--- src/logic/fru_pkg.sv ---
/*
 * Filter-reduce stage shared definitions
 * Sizes, vector types and the configuration state encoding
 */
package fru_pkg;

  // ----------------------------------------------------------------------
  // Sizes
  // ----------------------------------------------------------------------
  localparam int LANES      = 8;
  localparam int BINS       = 4;
  localparam int DATA_WIDTH = 32;
  localparam int MAX_CHAINS = 4;
  localparam int EDGE_ROWS  = 4;

  // Bytes in one packed edge row
  localparam int ROW_BYTES  = BINS * DATA_WIDTH / 8;

  // ----------------------------------------------------------------------
  // Vector types
  // ----------------------------------------------------------------------
  typedef logic [DATA_WIDTH-1:0]          data_t;
  typedef logic [$clog2(MAX_CHAINS)-1:0]  chain_id_t;
  typedef logic [$clog2(EDGE_ROWS)-1:0]   edge_addr_t;

  // Bin 0 sits in the most significant word
  typedef logic [BINS*DATA_WIDTH-1:0]     edge_row_t;

  // Wide enough to hold LANES matches
  typedef logic [$clog2(LANES+1)-1:0]     count_t;

  typedef logic [1:0]                     marker_t;
  typedef logic [7:0]                     cfg_byte_t;

  // Configuration stream walk
  typedef enum logic [1:0] {
    CFG_TABLES,
    CFG_EDGES,
    CFG_DONE
  } cfg_state_t;

  // ----------------------------------------------------------------------
  // Table encodings
  // ----------------------------------------------------------------------
  // Id this unit answers to on the config bus
  localparam cfg_byte_t CONFIG_ID    = 8'd0;

  // Filter op that routes a beat through the reduce path
  localparam cfg_byte_t OP_REDUCE    = 8'd1;

  // Reduce axis that counts per bin across lanes
  localparam cfg_byte_t AXIS_PER_BIN = 8'd2;

endpackage

--- src/logic/bin_edge_ram.sv ---
/*
 * Bin edge memory
 * One read port and one write port, registered read
 */
`timescale 1ns/1ps

module bin_edge_ram (
  input  logic                clk,
  input  fru_pkg::edge_addr_t rd_addr,
  output fru_pkg::edge_row_t  rd_row,
  input  logic                wr_en,
  input  fru_pkg::edge_addr_t wr_addr,
  input  fru_pkg::edge_row_t  wr_row
);
  import fru_pkg::*;

  edge_row_t mem [EDGE_ROWS];

  // Write port
  always_ff @(posedge clk) begin
    if (wr_en) begin
      mem[wr_addr] <= wr_row;
    end
  end

  // Read port, a same-row write in this cycle still returns the old row
  always_ff @(posedge clk) begin
    rd_row <= mem[rd_addr];
  end

endmodule

--- src/logic/fru_config_loader.sv ---
/*
 * Configuration loader
 * Walks the config byte stream into the per-chain tables and edge rows
 */
`timescale 1ns/1ps

module fru_config_loader (
  input  logic                clk,
  input  logic                reset,
  input  logic                tracing,
  input  fru_pkg::cfg_byte_t  config_id,
  input  fru_pkg::cfg_byte_t  config_data,
  input  fru_pkg::chain_id_t  lookup_chain,
  output fru_pkg::cfg_byte_t  filter_op,
  output fru_pkg::cfg_byte_t  edge_addr,
  output fru_pkg::cfg_byte_t  reduce_axis,
  output logic                edge_wr_en,
  output fru_pkg::edge_addr_t edge_wr_addr,
  output fru_pkg::edge_row_t  edge_wr_row
);
  import fru_pkg::*;

  cfg_state_t                       state;
  logic [$clog2(3*MAX_CHAINS)-1:0]  tbl_cnt;
  logic [$clog2(ROW_BYTES)-1:0]     byte_cnt;
  edge_addr_t                       row_cnt;
  edge_row_t                        row_shift;
  edge_row_t                        next_row;
  chain_id_t                        tbl_slot;
  logic                             cfg_cycle;

  cfg_byte_t op_tbl   [MAX_CHAINS];
  cfg_byte_t addr_tbl [MAX_CHAINS];
  cfg_byte_t axis_tbl [MAX_CHAINS];

  assign cfg_cycle = !tracing && (config_id == CONFIG_ID);

  // Chain slot within the current table
  assign tbl_slot = chain_id_t'(tbl_cnt % MAX_CHAINS);

  // Row with the incoming byte shifted in at the bottom
  assign next_row = {row_shift[ROW_BYTES*8-9:0], config_data};

  // ----------------------------------------------------------------------
  // Stream FSM and tables
  // ----------------------------------------------------------------------
  always_ff @(posedge clk) begin
    if (reset) begin
      state      <= CFG_TABLES;
      tbl_cnt    <= '0;
      byte_cnt   <= '0;
      row_cnt    <= '0;
      edge_wr_en <= 1'b0;
      for (int c = 0; c < MAX_CHAINS; c++) begin
        op_tbl[c]   <= '0;
        addr_tbl[c] <= '0;
        axis_tbl[c] <= '0;
      end
    end else begin
      edge_wr_en <= 1'b0;
      if (!cfg_cycle) begin
        // Stream broken, next config byte is byte 0 again
        state    <= CFG_TABLES;
        tbl_cnt  <= '0;
        byte_cnt <= '0;
        row_cnt  <= '0;
      end else begin
        case (state)
          CFG_TABLES: begin
            if (tbl_cnt < MAX_CHAINS) begin
              op_tbl[tbl_slot] <= config_data;
            end else if (tbl_cnt < 2*MAX_CHAINS) begin
              addr_tbl[tbl_slot] <= config_data;
            end else begin
              axis_tbl[tbl_slot] <= config_data;
            end
            if (tbl_cnt == 3*MAX_CHAINS-1) begin
              tbl_cnt <= '0;
              state   <= CFG_EDGES;
            end else begin
              tbl_cnt <= tbl_cnt + 1'b1;
            end
          end
          CFG_EDGES: begin
            if (byte_cnt == ROW_BYTES-1) begin
              byte_cnt   <= '0;
              edge_wr_en <= 1'b1;
              row_cnt    <= row_cnt + 1'b1;
              if (row_cnt == EDGE_ROWS-1) begin
                state <= CFG_DONE;
              end
            end else begin
              byte_cnt <= byte_cnt + 1'b1;
            end
          end
          // All rows loaded, extra bytes dropped
          default: begin
          end
        endcase
      end
    end
  end

  // Edge row assembly, written out with its last byte
  always_ff @(posedge clk) begin
    if (cfg_cycle && state == CFG_EDGES) begin
      row_shift <= next_row;
      if (byte_cnt == ROW_BYTES-1) begin
        edge_wr_row  <= next_row;
        edge_wr_addr <= row_cnt;
      end
    end
  end

  // Lookups for the incoming chain
  assign filter_op   = op_tbl[lookup_chain];
  assign edge_addr   = addr_tbl[lookup_chain];
  assign reduce_axis = axis_tbl[lookup_chain];

endmodule

--- src/logic/bin_filter.sv ---
/*
 * Bin filter
 * Compares every lane of a beat against every bin of an edge row
 */
`timescale 1ns/1ps

module bin_filter (
  input  fru_pkg::data_t                                beat [fru_pkg::LANES-1:0],
  input  fru_pkg::edge_row_t                            edges,
  output logic [fru_pkg::BINS-1:0][fru_pkg::LANES-1:0]  match
);
  import fru_pkg::*;

  data_t edge_val [BINS];
  data_t upper    [BINS];

  // Unpack the row, bin 0 from the top word
  always_comb begin
    for (int j = 0; j < BINS; j++) begin
      edge_val[j] = edges[(BINS-1-j)*DATA_WIDTH +: DATA_WIDTH];
    end
  end

  // ----------------------------------------------------------------------
  // Upper bounds
  // ----------------------------------------------------------------------
  always_comb begin
    for (int j = 0; j < BINS-1; j++) begin
      upper[j] = edge_val[j+1];
    end
    // Last bin extrapolated with the first bin's width, wraps mod 2^32
    upper[BINS-1] = edge_val[BINS-1] + edge_val[1] - edge_val[0];
  end

  // Lane in bin j when edge_j < v <= upper_j, unsigned
  always_comb begin
    for (int j = 0; j < BINS; j++) begin
      for (int i = 0; i < LANES; i++) begin
        match[j][i] = (beat[i] > edge_val[j]) && (beat[i] <= upper[j]);
      end
    end
  end

endmodule

--- src/logic/match_reduce.sv ---
/*
 * Match matrix reduce
 * Orients the bin match matrix by axis, registers it and counts each row
 */
`timescale 1ns/1ps

module match_reduce (
  input  logic                                          clk,
  input  logic [fru_pkg::BINS-1:0][fru_pkg::LANES-1:0]  match,
  input  fru_pkg::cfg_byte_t                            axis,
  output fru_pkg::count_t                               counts [fru_pkg::LANES-1:0]
);
  import fru_pkg::*;

  logic [LANES-1:0][LANES-1:0] rows_d;
  logic [LANES-1:0][LANES-1:0] rows_q;

  // One-bit adder tree in heap order, leaves at LANES..2*LANES-1
  function automatic count_t count_ones(input logic [LANES-1:0] bits);
    count_t part [2*LANES];
    for (int k = 0; k < LANES; k++) begin
      part[LANES+k] = count_t'(bits[k]);
    end
    for (int n = LANES-1; n > 0; n--) begin
      part[n] = part[2*n] + part[2*n+1];
    end
    return part[1];
  endfunction

  // ----------------------------------------------------------------------
  // Axis selection
  // ----------------------------------------------------------------------
  always_comb begin
    rows_d = '0;
    if (axis == AXIS_PER_BIN) begin
      // Row i counts lanes hitting bin i, rows past BINS stay empty
      for (int i = 0; i < BINS; i++) begin
        for (int j = 0; j < LANES; j++) begin
          rows_d[i][j] = match[i][j];
        end
      end
    end else begin
      // Row i counts bins hit by lane i
      for (int i = 0; i < LANES; i++) begin
        for (int j = 0; j < BINS; j++) begin
          rows_d[i][j] = match[j][i];
        end
      end
    end
  end

  always_ff @(posedge clk) begin
    rows_q <= rows_d;
  end

  always_comb begin
    for (int i = 0; i < LANES; i++) begin
      counts[i] = count_ones(rows_q[i]);
    end
  end

endmodule

--- src/logic/filter_reduce_unit.sv ---
/*
 * Filter-reduce unit
 * Three-stage trace beat pipeline, histogram or per-lane bin counts
 * on the reduce path, plain pass-through otherwise
 */
`timescale 1ns/1ps

module filter_reduce_unit (
  input  logic                clk,
  input  logic                reset,
  input  logic                tracing,
  input  logic                valid_in,
  input  fru_pkg::marker_t    bof_in,
  input  fru_pkg::marker_t    eof_in,
  input  fru_pkg::chain_id_t  chain_id_in,
  input  fru_pkg::cfg_byte_t  config_id,
  input  fru_pkg::cfg_byte_t  config_data,
  input  fru_pkg::data_t      vector_in [fru_pkg::LANES-1:0],
  output fru_pkg::data_t      vector_out [fru_pkg::LANES-1:0],
  output fru_pkg::chain_id_t  chain_id_out,
  output logic                valid_out,
  output fru_pkg::marker_t    bof_out,
  output fru_pkg::marker_t    eof_out
);
  import fru_pkg::*;

  // Table lookups for the incoming chain
  cfg_byte_t  cfg_op;
  cfg_byte_t  cfg_edge_addr;
  cfg_byte_t  cfg_axis;

  // Edge memory
  logic       edge_wr_en;
  edge_addr_t edge_wr_addr;
  edge_row_t  edge_wr_row;
  edge_addr_t edge_rd_addr;
  edge_row_t  edge_row;

  // Stage 1
  logic       valid_s1;
  data_t      beat_s1 [LANES-1:0];
  marker_t    bof_s1;
  marker_t    eof_s1;
  chain_id_t  chain_s1;
  cfg_byte_t  op_s1;
  cfg_byte_t  axis_s1;

  // Stage 2
  logic       valid_s2;
  data_t      beat_s2 [LANES-1:0];
  marker_t    bof_s2;
  marker_t    eof_s2;
  chain_id_t  chain_s2;
  cfg_byte_t  op_s2;

  logic [BINS-1:0][LANES-1:0] match;
  count_t     counts [LANES-1:0];
  data_t      result_vec [LANES-1:0];

  // ----------------------------------------------------------------------
  // Configuration and edge memory
  // ----------------------------------------------------------------------
  fru_config_loader fru_config_loader_i (
    .clk          (clk),
    .reset        (reset),
    .tracing      (tracing),
    .config_id    (config_id),
    .config_data  (config_data),
    .lookup_chain (chain_id_in),
    .filter_op    (cfg_op),
    .edge_addr    (cfg_edge_addr),
    .reduce_axis  (cfg_axis),
    .edge_wr_en   (edge_wr_en),
    .edge_wr_addr (edge_wr_addr),
    .edge_wr_row  (edge_wr_row)
  );

  // Row address follows the beat, so the row lands alongside stage 1
  assign edge_rd_addr = edge_addr_t'(cfg_edge_addr);

  bin_edge_ram bin_edge_ram_i (
    .clk     (clk),
    .rd_addr (edge_rd_addr),
    .rd_row  (edge_row),
    .wr_en   (edge_wr_en),
    .wr_addr (edge_wr_addr),
    .wr_row  (edge_wr_row)
  );

  // ----------------------------------------------------------------------
  // Filter and reduce
  // ----------------------------------------------------------------------
  bin_filter bin_filter_i (
    .beat  (beat_s1),
    .edges (edge_row),
    .match (match)
  );

  // Matrix register inside forms stage 2
  match_reduce match_reduce_i (
    .clk    (clk),
    .match  (match),
    .axis   (axis_s1),
    .counts (counts)
  );

  // ----------------------------------------------------------------------
  // Delay pipeline
  // ----------------------------------------------------------------------
  always_ff @(posedge clk) begin
    if (reset) begin
      valid_s1 <= 1'b0;
      valid_s2 <= 1'b0;
    end else begin
      valid_s1 <= valid_in;
      valid_s2 <= valid_s1;
    end
  end

  always_ff @(posedge clk) begin
    beat_s1  <= vector_in;
    bof_s1   <= bof_in;
    eof_s1   <= eof_in;
    chain_s1 <= chain_id_in;
    op_s1    <= cfg_op;
    axis_s1  <= cfg_axis;

    beat_s2  <= beat_s1;
    bof_s2   <= bof_s1;
    eof_s2   <= eof_s1;
    chain_s2 <= chain_s1;
    op_s2    <= op_s1;
  end

  // Counts on the reduce path, words untouched otherwise
  always_comb begin
    for (int i = 0; i < LANES; i++) begin
      result_vec[i] = (op_s2 == OP_REDUCE) ? data_t'(counts[i]) : beat_s2[i];
    end
  end

  // ----------------------------------------------------------------------
  // Output stage
  // ----------------------------------------------------------------------
  always_ff @(posedge clk) begin
    if (reset) begin
      valid_out <= 1'b0;
    end else begin
      valid_out <= tracing && valid_s2;
    end
  end

  // Outputs hold while configuring
  always_ff @(posedge clk) begin
    if (tracing) begin
      vector_out   <= result_vec;
      chain_id_out <= chain_s2;
      bof_out      <= bof_s2;
      eof_out      <= eof_s2;
    end
  end

endmodule

--- config.mk ---
export PLATFORM = sky130hd
export DESIGN_NAME = filter_reduce_unit
export DESIGN_NICKNAME = d
export VERILOG_FILES = /design/src/logic/fru_pkg.sv /design/src/logic/bin_edge_ram.sv /design/src/logic/fru_config_loader.sv /design/src/logic/bin_filter.sv /design/src/logic/match_reduce.sv /design/src/logic/filter_reduce_unit.sv
export SDC_FILE = /design/constraint.sdc
export NUM_CORES = 2
export LEC_CHECK = 0
export BUFFER_PORTS_ARGS = -buffer_cell sky130_fd_sc_hd__buf_4
export CAP_MARGIN = 20
export CORE_UTILIZATION = 35
export CTS_CLUSTER_DIAMETER = 80
export CTS_CLUSTER_SIZE = 14
export DETAILED_ROUTE_END_ITERATION = 12
export PLACE_DENSITY_LB_ADDON = 0.25
export SYNTH_ARGS = -nofsm -noshare
export SYNTH_HDL_FRONTEND = slang
export SYNTH_HIERARCHICAL = 1
export SYNTH_SLANG_ARGS = --single-unit
--- constraint.sdc ---
create_clock -name clk -period 16.1 [get_ports clk]
set_input_delay 3.22 -clock clk [delete_from_list [all_inputs] [get_ports clk]]
set_output_delay 3.22 -clock clk [all_outputs]
set_load 0.05 [all_outputs]
### Word level (Yosys, flattened, before mapping)

Memories as Yosys holds them, arrays and structs flattened. A register that Yosys moved wholly into a read port is not among the register bits.
Cells that the tools add are included.

| storage, ports and cells | value |
|---|---|
| bits in registers | 1108 |
| RAM bits | 608 |
| input bits | 282 |
| output and inout bits | 263 |
| word-level logic and storage cells | 287 |
| memories kept | 4 |

Memory list:

| memory | depth | width | read ports | clocked after Yosys merged registers in | write ports | line | source |
|---|---|---|---|---|---|---|---|
| bin_edge_ram_i.mem | 4 | 128 | 1 | 1 | 1 | bin_edge_ram.sv:17 | `edge_row_t mem [EDGE_ROWS];` |
| fru_config_loader_i.addr_tbl | 4 | 8 | 1 | 0 | 4 | fru_config_loader.sv:33 | `cfg_byte_t addr_tbl [MAX_CHAINS];` |
| fru_config_loader_i.axis_tbl | 4 | 8 | 1 | 1 | 4 | fru_config_loader.sv:34 | `cfg_byte_t axis_tbl [MAX_CHAINS];` |
| fru_config_loader_i.op_tbl | 4 | 8 | 1 | 1 | 4 | fru_config_loader.sv:32 | `cfg_byte_t op_tbl [MAX_CHAINS];` |

| cells by class | value |
|---|---|
| add/subtract/negate cells | 45 |
| magnitude comparators | 66 |
| eq/ne operators | 9 |
| multiplexer cells | 49 |
| bitwise logic cells | 2 |
| reduce and logical (&&, ||, !) cells | 47 |

Operator list:

| cell | count |
|---|---|
| $gt 32x32->1 | 32 |
| $le 32x32->1 | 32 |
| $add 4x4->4 | 16 |
| $mux 4 | 13 |
| $add 1x1->2 | 24 |
| $logic_and 1x1->1 | 35 |
| $add 32x32->32 | 1 |
| $sub 32x32->32 | 1 |
| $mux 1 | 25 |
| $mux 8 | 3 |
| $reduce_or 8->1 | 3 |
| $mux 2 | 6 |
| $add 4x1->4 const B | 2 |
| $eq 4x4->1 const B | 2 |
| $eq 8x1->1 const B | 1 |
| $eq 8x2->1 const B | 1 |
| $logic_not 8->1 | 1 |
| $ne 2x1->1 const B | 3 |
| $lt 4x3->1 const B | 1 |
| $lt 4x4->1 const B | 1 |
| $pmux 2 s2 | 1 |
| $reduce_and 2->1 | 2 |
| $reduce_and 4->1 | 1 |
| $mux 3 | 1 |
| other kinds (9) | 10 |

### Longest topological paths before layout

| logic depth | value |
|---|---|
| depth in word-level cells | 9 |
| mapped depth | 23 |
| depth with buffers taken out | 23 |

### Cells and area by module

Netlist, hierarchy kept.

Modules (own cells, without submodules):

| module | instances | cells each | area an instance (um2) | sequential area each (um2) |
|---|---|---|---|---|
| bin_filter | 1 | 3711 | 30715.7 | 0.0 |
| bin_edge_ram | 1 | 800 | 21165.3 | 17937.2 |
| filter_reduce_unit | 1 | 1104 | 20896.3 | 18898.1 |
| fru_config_loader | 1 | 594 | 12504.5 | 10650.2 |
| match_reduce | 1 | 219 | 2399.8 | 960.9 |

### Worst setup path after synthesis

Ideal clock, no wire load.

| timing path | value |
|---|---|
| kind | input port to flip-flop |
| from | in config_id[1] |
| to | reg fru_config_loader_i.edge_wr_addr[0], enable pin |
| library setup time | 0.778 ns |
| data arrival time | 12.555 ns |
| data required time | 15.322 ns |
| path slack | 2.766 ns |
| cell stages on the path | 3 |
| path buffers | 1 |
| path through | or3_4 > buf_6 > nor3_1 |

| on the way | value |
|---|---|
| longest elaborated chain between the ends | 4 |

Ends and longest elaborated chain:

| what | line | source |
|---|---|---|
| from (decl) | filter_reduce_unit.sv:16 | `input fru_pkg::cfg_byte_t config_id,` |
| $logic_not 8->1 | fru_config_loader.sv:36 | `assign cfg_cycle = !tracing && (config_id == CONFIG_ID);` |
| $logic_and 1x1->1 | fru_config_loader.sv:36 |  |
| $logic_and 1x1->1 | fru_config_loader.sv:106 | `if (cfg_cycle && state == CFG_EDGES) begin` |
| $reduce_and 2->1 (no source line) | - |  |
| to (signal assigned) | fru_config_loader.sv:110 | `edge_wr_addr <= row_cnt;` |
| to (decl) | fru_config_loader.sv:18 | `output fru_pkg::edge_addr_t edge_wr_addr,` |

No other way between the ends.
A chain may end at the register's enable or synchronous reset.

==> impl_metrics.env <==
export IMPL_cts_resized=0
export IMPL_routed_wl_mm=318
export IMPL_combPwrFrac=0.277
export IMPL_path_cells="inv_1, fa_1, inv_1, ha_1, a211oi_1, o21ai_0, o2111ai_1, o211ai_4, a221oi_2, o31ai_1, nor2_1, xnor2_1, ha_1, nand4_1, nor4bb_1, o211ai_1, o21ai_0, a2111oi_0, o21bai_1, a31oi_1, o21a_1, and3_1"
export IMPL_start_util=0.352
export IMPL_cts_sinks=1836
export IMPL_setup_ws_ns=8.70
export IMPL_tns_ns=0
export IMPL_p_per_area_nw_per_um2=124
export IMPL_wl_per_cell_um=30.0
export IMPL_viasPerCell=5.42
export IMPL_period_share=0.460
export IMPL_htreeDepth=4
export IMPL_final_max_slew_viol_count=0
export IMPL_cp_slowest_stage_delay_ns=0.98
export IMPL_syn_to_final_growth_pct=15.9
export IMPL_whs_ns=0.327
export IMPL_synth_avg_cell_area_um2=13.6
export IMPL_rows=182
export IMPL_fin_cells=10600
export IMPL_grt_start_max_net_pins=136
export IMPL_placed_cells=10300
export IMPL_portBuffers=544
export IMPL_synth_cell_area_um2=86700
export IMPL_gr_usage_all_layers=0.249
export IMPL_start_kind="flip-flop"
export IMPL_stdcell_area_um2=100000
export IMPL_cts_buffer_depth=3
export IMPL_core_area_um2=246000
export IMPL_skew_ns=0.0647
export IMPL_grt_pass1_wl_mm=435
export IMPL_ctsHoldBuffers=0
export IMPL_pre_cts_ws_ns=8.81
export IMPL_die_area_um2=250000
export IMPL_finalSetupViolations=0
export IMPL_grt_setup_unrepaired="no"
export IMPL_via_count=57400
export IMPL_seq_power_share=0.424
export IMPL_netSwitchingFraction=0.333
export IMPL_dp_hpwl_mm=242
export IMPL_maxCapViolCount=0
export IMPL_drt_iter0_drc=4904
export IMPL_route_detailed_drc=0
export IMPL_clkPwrFrac=0.300
export IMPL_p_int_uw=8310
export IMPL_cts_root_buf="clkbuf_16"
export IMPL_cp_slowest_cell="xnor2_1"
export IMPL_cts_made_buffers=160
export IMPL_grt_overflow=0
export IMPL_min_period_ns=7.40
export IMPL_nFillCells=22800
export IMPL_cts_tree="yes"
export IMPL_insertion_delay_ns=0.86
export IMPL_drive_above_1_share=0.156
export IMPL_antenna_found_initial=28
export IMPL_ant_nets=0
export IMPL_vdd_ir_drop_max_mv=0.108
export IMPL_clk_pin_slew_ns=0.07
export IMPL_ys_warn_count=6
export IMPL_p_sw_uw=4160
export IMPL_pin_count=545
export IMPL_worstSetupPathType="reg -> reg"
export IMPL_outcome="complete, no violations"
export IMPL_grt_pass1_vias=57500
export IMPL_critPathRequiredTime_ns=16.82
export IMPL_post_cts_setup_buffer_count=0
export IMPL_syn_inst=6374
export IMPL_power_leakage_uw=0.0420
export IMPL_nets=8783
export IMPL_cp_arrival_ns=8.12
export IMPL_die_h_um=500
export IMPL_cp_end_kind="flip-flop"
export IMPL_worst_slew_pin_slew_ns=1.25
export IMPL_fmax_ghz=0.135
export IMPL_gp_congestion=1.02
export IMPL_placed_cell_area_um2=95400
export IMPL_hold_viol_final=0
export IMPL_firstDrtPassIters=6
export IMPL_slew_headroom=0.157
export IMPL_die_w_um=500
export IMPL_cp_max_fo=9
export IMPL_hold_path_class="reg -> reg"
final timing paths:
kind | start | endpoint | slack (ns) | cells past startpoint
worst max-delay path | bin_edge_ram_i/rd_row[74] | match_reduce_i/rows_q[30] | 8.70 | 22
worst max register to register | bin_edge_ram_i/rd_row[74] | match_reduce_i/rows_q[30] | 8.70 | 22
worst min register to register | op_s1[0] | op_s2[0] | 0.33 | 0
worst min-delay path | op_s1[0] | op_s2[0] | 0.33 | 0
power groups by stage:
stage / logic, µW / clock network (µW) / registers, µW
global route: 3680 / 3990 / 5290
global placement: 3260 / 0 / 5380
floorplan: 1850 / 0 / 5430
finish: 3450 / 3740 / 5280
CTS: 3350 / 3830 / 5280
detailed placement: 3330 / 0 / 5380
critical path, delay by kind of cell (launching register included):
family,cells,cell delay [ns]
AO/OA/AOI/OAI,12,3.08
buffers and inverters,2,0.51
AND/OR/NAND/NOR,4,1.33
XOR/XNOR,1,0.98
flip-flops,1,0.31
adder cells (fa/ha/maj),3,1.05
layout by cell type, fill, tap and decap left out, types with 24 or more instances in the layout:
| master | n |
|---|---|
| nand2_1 | 193 |
| xnor2_1 | 26 |
| o21ai_0 | 183 |
| nor2_1 | 194 |
| o211ai_1 | 49 |
| and3_1 | 111 |
| ha_1 | 1328 |
| nand3_1 | 80 |
| nor3_1 | 55 |
| clkbuf_16 | 162 |
| clkbuf_1 | 104 |
| dfxtp_1 | 740 |
| nor4_1 | 29 |
| mux2_2 | 24 |
| o21a_1 | 68 |
| a211oi_1 | 34 |
| and2_1 | 256 |
| nor2b_1 | 74 |
| a21o_1 | 304 |
| buf_4 | 677 |
| a31oi_1 | 30 |
| nand4_1 | 264 |
| fa_1 | 51 |
| inv_1 | 282 |
| edfxtp_1 | 1096 |
| mux4_2 | 144 |
| a21oi_1 | 354 |
layer usage:
| metal | track usage | vias to the layer above | routed length (µm) |
|---|---|---|---|
| met2 | 0.414 | 2182 | 150000 |
| met1 | 0.301 | 28600 | 127000 |
| met4 | 0.169 | 8 | 25100 |
| met5 | 0 | - | 68 |
| li1 | - | 26000 | - |
| met3 | 0.0329 | 647 | 16100 |
flip-flops by register name (all words and copies together), names as in the netlist, 4 cells and up:
register,cells
bin_edge_ram_i/mem,512
beat_s1,256
beat_s2,256
vector_out,256
bin_edge_ram_i/rd_row,128
fru_config_loader_i/edge_wr_row,128
fru_config_loader_i/row_shift,120
match_reduce_i/rows_q,48
fru_config_loader_i/axis_tbl,32
fru_config_loader_i/op_tbl,32
axis_s1,8
fru_config_loader_i/addr_tbl,8
op_s1,8
op_s2,8
fru_config_loader_i/byte_cnt,4
fru_config_loader_i/tbl_cnt,4
area by class of cell:
cell class              count  area [µm²]  area share
diodes                      4        10.0   0.0000997
clock buffers             269        4490      0.0447
clock inverters            30         519     0.00517
inverters                 282        1060      0.0105
multi-input cells        4159       37300       0.372
flip-flops and latches   1836       47700       0.475
well taps                3312        4140      0.0413
repair buffers            683        5170      0.0515
per-stage QoR:
stage                     power, µW  utilization
after global routing          13000        0.408
after CTS                     12500        0.408
after detailed placement       8710        0.388
after global placement         8640        0.388
final                         12500        0.408
after floorplan                7290            -
Power figures use the tool's default switching activity.
